**src/hdl/rename_config.svh**
```systemverilog
`ifndef RENAME_CONFIG_SVH
`define RENAME_CONFIG_SVH

// architectural register file
`define RN_ARF_DEPTH 32
`define RN_ARF_W 5

// reorder buffer ids
`define RN_ROB_W 6

// decode may enter while occupancy is at or below this
`define RN_ROB_HIGH_WATER 60

// data path width
`define RN_XLEN 32

`endif
```
**src/hdl/rename_pkg.sv**
```systemverilog
`default_nettype none

`include "rename_config.svh"

package rename_pkg;

    // architectural register number
    typedef logic [`RN_ARF_W-1:0] arf_id_t;

    // physical name of a destination, one per ROB entry
    typedef logic [`RN_ROB_W-1:0] rob_id_t;

    // one alias table entry
    // check flips on every rename of a register, so a stale robid that wrapped
    // around can never match the committed entry by accident
    typedef struct packed {
        logic    check;
        rob_id_t robid;
    } rat_entry_t;

    // data word of the ARF and the bundle
    typedef logic [`RN_XLEN-1:0] xlen_t;

endpackage

`default_nettype wire

```
**src/hdl/rob_alloc.sv**
```systemverilog
`timescale 1ns/1ns
`default_nettype none

`include "rename_config.svh"

module rob_alloc (
    input  logic               clk,
    input  logic               rst_i,
    input  logic               flush_i,
    input  logic [1:0]         issue_i,
    input  logic [1:0]         retire_i,
    output rename_pkg::rob_id_t ptr0_o,
    output rename_pkg::rob_id_t ptr1_o,
    output logic               avail_o
);

    import rename_pkg::*;

    // one bit wider than a robid, occupancy can reach the full ROB
    typedef logic [`RN_ROB_W:0] occ_t;

    occ_t       occ_q;
    occ_t       occ_next;
    logic [1:0] n_issue;
    rob_id_t    ptr0_q;
    rob_id_t    ptr1_q;
    logic       avail_q;

    assign n_issue = {1'b0, issue_i[0]} + {1'b0, issue_i[1]};

    always_comb begin
        occ_next = occ_q + occ_t'(n_issue) - occ_t'(retire_i[0]) - occ_t'(retire_i[1]);
    end

    always_ff @(posedge clk) begin
        if (rst_i || flush_i) begin
            occ_q   <= '0;
            ptr0_q  <= '0;
            ptr1_q  <= rob_id_t'(1);
            avail_q <= 1'b1;
        end else begin
            occ_q   <= occ_next;
            // pointers wrap naturally at the ROB size
            ptr0_q  <= ptr0_q + rob_id_t'(n_issue);
            ptr1_q  <= ptr1_q + rob_id_t'(n_issue);
            // registered, tracks the occupancy held in occ_q
            avail_q <= (occ_next <= occ_t'(`RN_ROB_HIGH_WATER));
        end
    end

    assign ptr0_o  = ptr0_q;
    assign ptr1_o  = ptr1_q;
    assign avail_o = avail_q;

endmodule

`default_nettype wire

```
**config.mk**
```make
export PLATFORM = sky130hd
export DESIGN_NAME = rob_alloc
export DESIGN_NICKNAME = d
export VERILOG_FILES = /design/src/hdl/rename_pkg.sv /design/src/hdl/rob_alloc.sv
export VERILOG_INCLUDE_DIRS = /design/src /design/src/hdl
export SDC_FILE = /design/constraint.sdc
export NUM_CORES = 1
export LEC_CHECK = 0
export ABC_AREA = 1
export BUFFER_PORTS_ARGS = -buffer_cell sky130_fd_sc_hd__buf_2
export CAP_MARGIN = 0
export CORE_AREA = 2 2 61 63
export CTS_CLUSTER_SIZE = 16
export DETAILED_ROUTE_END_ITERATION = 10
export DIE_AREA = 0 0 63 65
export GPL_TIMING_DRIVEN = 0
export PLACE_DENSITY_LB_ADDON = 0.1
export SETUP_SLACK_MARGIN = 0.15
export SYNTH_ARGS = -nofsm -noshare
export SYNTH_HDL_FRONTEND = slang
export SYNTH_SLANG_ARGS = --single-unit
```
**constraint.sdc**
```tcl
create_clock -name clk -period 5.8 [get_ports clk]
set_input_delay 1.16 -clock clk [delete_from_list [all_inputs] [get_ports clk]]
set_output_delay 1.16 -clock clk [all_outputs]
set_load 0.02 [all_outputs]
```
==> impl_metrics.yaml, run 1 <==
floorplanning:
  pin_count: 20
  core_um2: 3500
  die_x_um: 63
  dieArea_um2: 4100
  fp-row-count: 22
  initial_core_util: 0.333
  die_y_um: 65
timing:
  final.min_clock_period_ps: 3370
  tns_ps: 0
  finalClockSkew_ps: 7.71
  setup_viol: 0
  worst_pin_slew_ps: 254
  rsz0062_at_grt: "false"
  hold_viol: 0
  clock.fmax_mhz: 296
  period_share: 0.582
  maxSlewViolCount: 0
  relSlewSlack: 0.829
clocking:
  path_clk_slew_ps: 120
  clock-sinks: 20
  clock_path_buffers: 2
  cts_resized: 0
  cts_setup_buffers: 0
  cts_root_buf: "clkbuf_4"
  cts_hold_buf: 0
  clk_latency_ps: 310
  cts_inserted_buffers: 3
  cts_tree: "yes"
  htreeDepth: 1
logic_synthesis:
  synth-seq-area-share: 0.344
  yosys.cell_types.count: 18
  synth_xor_area_frac: 0.0226
  syn_nets: 179
  synth_top_family_by_area: "simple AND/OR/NAND/NOR gates"
  yosys_register_bits: 20
  synth-simple-area-share: 0.232
  syn-cell-area_um2: 1160
  synth.area.mux_share: 0
  yosys_warnings: 0
  synth_compound_area_frac: 0.0644
  synthCells: 155
  yosys.area_share.adder: 0.215
  synth_area_per_cell_um2: 7.52
placement:
  hpwl_um: 1750
  io_buffers: 19
  gp_congestion: 0.764
  place_area_um2: 1320
detailed_routing:
  routed_via_density: 4.26
  wl_per_cell_um: 9.16
  drc: 0
  num_vias: 962
  antenna_left: 0
  routed.top_layer: "met4"
  routed_wirelength_um: 2070
  met3WireLength_um: 46
  wl_met1_um: 908
  drt-initial-drc-count: 12
  dr_wl_met2_um: 1090
  first_pass_iters: 3
global_routing:
  grt_use_total: 0.117
  grt_first_pass_wirelength_um: 3820
  grt_max_degree: 13
  grt_overflow: 0
  grt_pass1_vias: 977
  antenna_found_initial: 0
critical_path:
  r2r-start: "occ_q[0]"
  cp.arrival_ps: 3590
  worst_setup_path_end_kind: "flop"
  r2r-end: "avail_o"
  path_class: "in2reg"
  startpoint_type: "input pin"
  reg2regPathDepth: 11
  crit_start: "retire_i[0]"
  crit_end: "avail_o"
  worstPathRequired_ps: 6020
  critPathMaxFanout: 3
  timing.reg2reg.setup_slack_ps: 3130
cells_and_area:
  multi_input_area_um2: 622
  fill_cells: 391
  final_area_um2: 1370
  regArea_um2: 400
  n_antenna_cell: 0
  nets: 203
  drive_above_1_share: 0.163
  area_delta_synth_final_pct: 17.8
hold_path:
  hold_class: "reg2reg"
status:
  status: "complete, no violations"
power:
  power.leakage_nw: 0.717
  ir_drop_mv: 0.116
  power_density_nw_per_um2: 352
  total_power_mw: 0.483
run:
  maxCapViolations: 0
## placed cells by master (no fill, tap or decap), drive strengths merged, types with 5 or more instances in the layout
cell,netlist,final
buf,0,19
nand3,9,9
a21oi,10,10
fa,5,5
nand2,29,29
ha,12,12
inv,38,38
dfxtp,20,20
nor2,20,20
o21ai,5,5
## Yosys cell counts
library cell / n / area share
nor3_2: 1 / 0.0086
nor2_4: 1 / 0.0097
nand3b_1: 1 / 0.0064
nand3_1: 9 / 0.039
nor3_1: 1 / 0.0043
ha_1: 12 / 0.13
nor2_2: 2 / 0.011
inv_2: 2 / 0.0064
nor2_1: 17 / 0.055
or2_1: 1 / 0.0054
fa_1: 5 / 0.086
a21oi_1: 10 / 0.043
inv_1: 36 / 0.12
dfxtp_1: 20 / 0.34
xor2_1: 2 / 0.015
nand2_1: 29 / 0.093
xnor2_1: 1 / 0.0075
o21ai_0: 5 / 0.021
## sequential cells by signal (all words and copies together), names as in the netlist
signal	count
occ_q	7
ptr1_o	6
ptr0_o	6
avail_o	1
## metrics by stage
| step | hold WS, ps | cells | setup slack [ps] | utilization |
|---|---|---|---|---|
| 5_1_grt | 551 | 226 | 2280 | 0.393 |
| 6_report | 490 | 226 | 2430 | 0.393 |
| 4_1_cts | 495 | 226 | 2380 | 0.393 |
| 3_5_place_dp | 475 | 222 | 2040 | 0.378 |
| 3_3_place_gp | 462 | 222 | 2050 | 0.378 |
| 2_1_floorplan | 547 | 155 | 2310 | - |
## worst min path at each step
stage / startpoint / endpoint / cells past startpoint
final: ptr0_o[4] / ptr0_o[4] / 2
after global routing: ptr1_o[5] / ptr1_o[5] / 2
after CTS: ptr0_o[4] / ptr0_o[4] / 2
after detailed placement: ptr0_o[4] / ptr0_o[4] / 2
after global placement: ptr0_o[4] / ptr0_o[4] / 2
after floorplan: ptr0_o[3] / ptr0_o[3] / 1
## worst max-delay path, stage by stage
cell and delay [ps]:
buf_2 70, inv_1 40, fa_1 530, inv_1 50
fa_1 490, inv_1 40, ha_1 190, fa_1 430
xnor2_1 170, a21oi_1 140, nand3_1 100, nor2_1 140
nor2_2 40
## cell families (layout without fill, tap and decap cells)
family,after synthesis,count (layout)
and+or+nand+nor,62,62
buffers and inverters,38,61
DFF,20,20
adders and majority gates,17,17
AOI/OAI and AO/OA,15,15
xor gates and xnor gates,3,3
## cell type report
type,count,area share
Multi-Input combinational cell,97,0.453
Sequential cell,20,0.292
Inverter,38,0.104
Timing Repair Buffer,19,0.0693
Tap cell,48,0.0438
Clock inverter,1,0.0219
Clock buffer,3,0.0164
## per-layer routing
layer	up-vias	global-route usage
li1	517	-
met5	-	0
met4	0	0.0583
met3	4	0.0139
met2	10	0.230
met1	431	0.123
## where the power goes
| group | switching, mW | internal [mW] |
|---|---|---|
| combinational | 0.128 | 0.0784 |
| sequential | 0.00820 | 0.155 |
| clock | 0.0439 | 0.0699 |
| total | 0.180 | 0.303 |
(Power assumes the default switching activity.)
==> inputs of run 2 (changes only) <==
--- a/config.mk
+++ b/config.mk
@@ -6,13 +6,13 @@
 export SDC_FILE = /design/constraint.sdc
 export NUM_CORES = 1
 export LEC_CHECK = 0
-export ABC_AREA = 1
+export ABC_AREA = 0
 export BUFFER_PORTS_ARGS = -buffer_cell sky130_fd_sc_hd__buf_2
 export CAP_MARGIN = 0
-export CORE_AREA = 2 2 61 63
+export CORE_AREA = 2 2 59 61
 export CTS_CLUSTER_SIZE = 16
 export DETAILED_ROUTE_END_ITERATION = 10
-export DIE_AREA = 0 0 63 65
+export DIE_AREA = 0 0 61 63
 export GPL_TIMING_DRIVEN = 0
 export PLACE_DENSITY_LB_ADDON = 0.1
 export SETUP_SLACK_MARGIN = 0.15
==> constraint.sdc (replaced) <==
create_clock -name clk -period 3.51 [get_ports clk]
set_input_delay 0.702 -clock clk [delete_from_list [all_inputs] [get_ports clk]]
set_output_delay 0.702 -clock clk [all_outputs]
set_load 0.02 [all_outputs]
==> impl_metrics.yaml, run 2 <==
critical_path:
  path_delay_family: "adder cells"
  cp.arrival_ps: 3390
  timing.reg2reg.setup_slack_ps: 550
  critPathMaxFanout: 2
  startpoint_type: "input pin"
  cpMaxStageDelayCell: "fa_1"
  crit_buf_inv: 4
  critPathMaxStageDelay_ps: 530
  path_class: "in2reg"
  worstPathRequired_ps: 3690
  crit_path_cell_trace: "buf_2 -> inv_1 -> fa_1 -> inv_1 -> fa_1 -> inv_1 -> ha_1 -> fa_1 -> nand3_1 -> nand2_1 -> xnor2_1 -> nor4_1 -> a31oi_1"
  worst_setup_path_end_kind: "flop"
placement:
  place_area_um2: 1240
  gp_congestion: 0.772
  hpwl_um: 1500
  io_buffers: 19
  dp_slack_ps: 0.375
  dp_cells: 183
global_routing:
  grt_use_total: 0.110
  grt_pass1_vias: 769
  grt_max_degree: 12
  grt_overflow: 0
  antenna_found_initial: 0
  grt_first_pass_wirelength_um: 3220
floorplanning:
  die_x_um: 61
  pin_count: 20
  dieArea_um2: 3840
  fp-row-count: 21
  initial_core_util: 0.336
  die_y_um: 63
  core_um2: 3230
clocking:
  cts_inserted_buffers: 3
  clock-sinks: 20
  clock_path_buffers: 2
  cts_tree: "yes"
  cts_root_buf: "clkbuf_4"
  htreeDepth: 1
  cts_hold_buf: 0
  cts_resized: 0
  cts_setup_buffers: 0
  path_clk_slew_ps: 110
  clk_latency_ps: 300
cells_and_area:
  finalNonFillerCells: 187
  area_delta_synth_final_pct: 17.4
  final_area_um2: 1270
  drive_above_1_share: 0.184
  nets: 166
  n_antenna_cell: 0
  largest_register_ffs: 7
  final_cell_mix: "20 x inv_1, 20 x dfxtp_1, 19 x buf_2, 15 x nor2_1, 12 x ha_1"
  largest_register: "occ_q"
logic_synthesis:
  yosys.cell_types.count: 26
  synth.largest_area_cell: "dfxtp_1"
  synth_edf_count: 0
  syn_nets: 142
  ys_async_sr_fraction: 0
  synth-seq-area-share: 0.369
  synth_area_per_cell_um2: 9.20
  yosys_warnings: 0
  synth.top_cell.area_share: 0.369
  ys.flop_type: "dfxtp_1"
  synthCells: 118
  synth_common_cells: "20 x dfxtp_1, 20 x inv_1, 15 x nor2_1, 12 x ha_1"
  ys_top_cells_by_area: "dfxtp_1 37%, ha_1 14%, fa_1 9.2%"
  yosys_register_bits: 20
  syn-cell-area_um2: 1090
power:
  power_density_nw_per_um2: 576
  ir_drop_mv: 0.260
  total_power_mw: 0.734
  clkPwrFrac: 0.181
  p_sw_frac: 0.360
  pwr-share-comb: 0.443
  p_sw_mw: 0.265
  power.leakage_nw: 0.587
  pwr-share-seq: 0.377
  internal-power_mw: 0.470
timing:
  relSlewSlack: 0.705
  setup_viol: 0
  final.min_clock_period_ps: 3210
  maxSlewViolCount: 0
  period_share: 0.916
  finalClockSkew_ps: 1.48
  worst_pin_slew_ps: 442
  rsz0062_at_grt: "false"
  hold_viol: 0
  clock.fmax_mhz: 311
  worst_hold_slack_ps: 514
  setup_ws_ps: 296
status:
  status: "complete, no violations"
detailed_routing:
  drt-initial-drc-count: 21
  antenna_left: 0
  routed_wirelength_um: 1840
  num_vias: 788
  routed_via_density: 4.21
  first_pass_iters: 4
  wl_per_cell_um: 9.85
  drc: 0
hold_path:
  hold_class: "reg2reg"
run:
  maxCapViolations: 0
## run 2: changes by cell type in the layout (fill, tap and decap cells not counted), sizes merged, moves of 2 or more
cell / previous run / this run
a21oi: 10 / 6
and2: 0 / 4
clkbuf: 3 / 6
inv: 38 / 20
nand2: 29 / 3
nand3: 9 / 3
nor2: 20 / 15
nor2b: 0 / 3
o21ai: 5 / 2
or3: 0 / 2
xnor2: 1 / 6
xor2: 2 / 6
## run 2: cells by family after synthesis
family	count (synthesis)	share of synthesized area
flops	20	0.369
fa+ha+maj	17	0.230
xor+xnor	12	0.0968
simple gates	35	0.159
compound gates	12	0.0691
buf+inv	22	0.0760
## run 2: area by class of cell
| type | instances | area [um^2] |
|---|---|---|
| Sequential cell | 20 | 400 |
| Inverter | 20 | 75.1 |
| Buffer | 2 | 7.51 |
| Tap cell | 46 | 57.6 |
| Fill cell | 349 | 1960 |
| Multi-Input combinational cell | 76 | 603 |
| Timing Repair Buffer | 19 | 95.1 |
| Clock buffer | 4 | 36.3 |
## run 2: layer usage
| layer | up-vias | track usage | wire, um |
|---|---|---|---|
| li1 | 418 | - | - |
| met5 | - | 0 | 0 |
| met4 | 0 | 0.0245 | 17 |
| met2 | 17 | 0.161 | 756 |
| met3 | 2 | 0.0373 | 85 |
| met1 | 351 | 0.155 | 983 |
## run 2: tightest hold or removal path, cell delays in order (launching register included)
cell and delay (ps):
dfxtp_1 350, o21ai_0 70, a21oi_1 60
## run 2: power by group through the flow
stage / Sequential, mW / Combinational, mW / Clock (mW)
after global placement: 0.283 / 0.324 / 0
after floorplan: 0.293 / 0.250 / 0
after detailed placement: 0.283 / 0.326 / 0
after global routing: 0.281 / 0.378 / 0.150
final: 0.277 / 0.325 / 0.133
after CTS: 0.277 / 0.329 / 0.141
## run 2: through the flow
stage,util,TNS (ps)
after global routing,0.395,0
after floorplan,-,0
final,0.395,0
after detailed placement,0.383,0
after global placement,0.383,-16.6
after CTS,0.395,0
## run 2: final timing paths
kind,cells past startpoint,to,start
worst max-delay path,13,avail_o,retire_i[0]
worst min-delay path,2,ptr1_o[4],ptr1_o[4]
worst max register to register,11,avail_o,occ_q[0]
worst min register to register,2,ptr1_o[4],ptr1_o[4]
==> inputs of run 3 (changes only) <==
--- a/config.mk
+++ b/config.mk
@@ -7,7 +7,7 @@
 export NUM_CORES = 1
 export LEC_CHECK = 0
 export ABC_AREA = 0
-export BUFFER_PORTS_ARGS = -buffer_cell sky130_fd_sc_hd__buf_2
+export BUFFER_PORTS_ARGS = -buffer_cell sky130_fd_sc_hd__buf_4
 export CAP_MARGIN = 0
 export CORE_AREA = 2 2 59 61
 export CTS_CLUSTER_SIZE = 16
==> impl_metrics.yaml, run 3 (synthesis results as in run 2) <==
global_routing:
  grt_use_total: 0.113
  antenna_found_initial: 0
  grt_pass1_vias: 786
  grt_first_pass_wirelength_um: 3290
  grt_max_degree: 12
  grt_overflow: 0
floorplanning:
  fp-row-count: 21
  dieArea_um2: 3840
  die_y_um: 63
  die_x_um: 61
  pin_count: 20
  initial_core_util: 0.336
  core_um2: 3230
cells_and_area:
  final_util: 0.409
  largest_register: "occ_q"
  finalNonFillerCells: 187
  final_cell_mix: "20 x inv_1, 20 x dfxtp_1, 19 x buf_4, 15 x nor2_1, 12 x ha_1"
  largest_register_ffs: 7
  multi_input_area_um2: 603
  regArea_um2: 400
  nets: 166
  fill_cells: 355
  n_antenna_cell: 0
  area_delta_synth_final_pct: 21.8
  drive_above_1_share: 0.184
power:
  p_sw_mw: 0.265
  pwr-share-comb: 0.450
  power_density_nw_per_um2: 562
  power.leakage_nw: 0.594
  p_sw_frac: 0.357
  ir_drop_mv: 0.285
  clkPwrFrac: 0.176
  internal-power_mw: 0.478
  pwr-share-seq: 0.374
critical_path:
  path_delay_family: "adder cells"
  r2r-end: "avail_o"
  cpMaxStageDelayCell: "fa_1"
  cp.arrival_ps: 3380
  crit_buf_inv: 4
  critPathMaxFanout: 2
  startpoint_type: "input pin"
  reg2regPathDepth: 11
  critPathMaxStageDelay_ps: 550
  worst_setup_path_end_kind: "flop"
  path_class: "in2reg"
  crit_start: "retire_i[0]"
  critical_path_depth: 13
  r2r-start: "occ_q[0]"
  timing.reg2reg.setup_slack_ps: 550
  crit_path_cell_trace: "buf_4 -> inv_1 -> fa_1 -> inv_1 -> fa_1 -> inv_1 -> ha_1 -> fa_1 -> nand3_1 -> nand2_1 -> xnor2_1 -> nor4_1 -> a31oi_1"
  worstPathRequired_ps: 3680
clocking:
  cts_resized: 0
  cts_hold_buf: 0
  path_clk_slew_ps: 110
  clk_latency_ps: 290
  clock-sinks: 20
  cts_setup_buffers: 0
  cts_inserted_buffers: 3
  cts_tree: "yes"
  clock_path_buffers: 2
  htreeDepth: 1
  cts_root_buf: "clkbuf_4"
timing:
  worst_pin_slew_ps: 454
  hold_viol: 0
  setup_viol: 0
  clock.fmax_mhz: 311
  final.min_clock_period_ps: 3210
  finalClockSkew_ps: 3.18
  relSlewSlack: 0.697
  maxSlewViolCount: 0
  period_share: 0.915
  rsz0062_at_grt: "false"
hold_path:
  worstHoldPathCells: 2
  min_to: "ptr1_o[4]"
  hold_class: "reg2reg"
  min_from: "ptr1_o[4]"
detailed_routing:
  num_vias: 779
  routed_via_density: 4.17
  antenna_left: 0
  first_pass_iters: 4
  wl_per_cell_um: 10.3
  drc: 0
  drt-initial-drc-count: 14
  routed_wirelength_um: 1920
placement:
  hpwl_um: 1570
  io_buffers: 19
  gp_congestion: 0.775
  dp_cells: 183
status:
  status: "complete, no violations"
run:
  maxCapViolations: 0
run 3: cell counts in the layout (fill, tap and decap cells not counted):
Identical to the previous run, type by type.
run 3: layer usage:
layer,vias up,GRT usage,share of wire
li1,420,-,-
met1,343,0.158,0.51
met2,14,0.168,0.45
met3,2,0.0435,0.035
met4,0,0.0163,0.0089
met5,-,0,0
run 3: worst register-to-register path: stages, from the launching register on:
cell and delay [ps]:
dfxtp_1 330, fa_1 490, inv_1 60, fa_1 490
inv_1 40, ha_1 200, fa_1 410, nand3_1 120
nand2_1 70, xnor2_1 140, nor4_1 340, a31oi_1 130
run 3: area by class of cell:
cell class / instances / share of cell area
Buffer: 2 / 0.00568
Inverter: 20 / 0.0568
Sequential cell: 20 / 0.303
Multi-Input combinational cell: 76 / 0.456
Tap cell: 46 / 0.0435
Timing Repair Buffer: 19 / 0.108
Clock buffer: 4 / 0.0274
run 3: through the flow:
step	setup slack (ps)	power, mW	TNS, ps	cell area, um^2	hold WS, ps
finish	299	0.743	0	1320	519
CTS	309	0.757	0	1320	526
detailed placement	-1.90	0.619	-1.90	1290	503
global placement	-17.0	0.613	-17.0	1290	489
global route	202	0.816	0	1320	555
floorplan	310	0.543	0	1090	571
run 3: worst max-delay path by stage:
stage	end	slack, ps
floorplan	avail_o	310
global placement	avail_o	-20
detailed placement	avail_o	-2
CTS	avail_o	310
global route	avail_o	200
finish	avail_o	300
run 3: power by group through the flow:
stage               Combinational (mW)  Clock (mW)  Sequential, mW
finish                           0.335       0.131           0.278
CTS                              0.339       0.140           0.279
floorplan                        0.250           0           0.293
detailed placement               0.335           0           0.284
global placement                 0.330           0           0.283
global route                     0.381       0.153           0.282
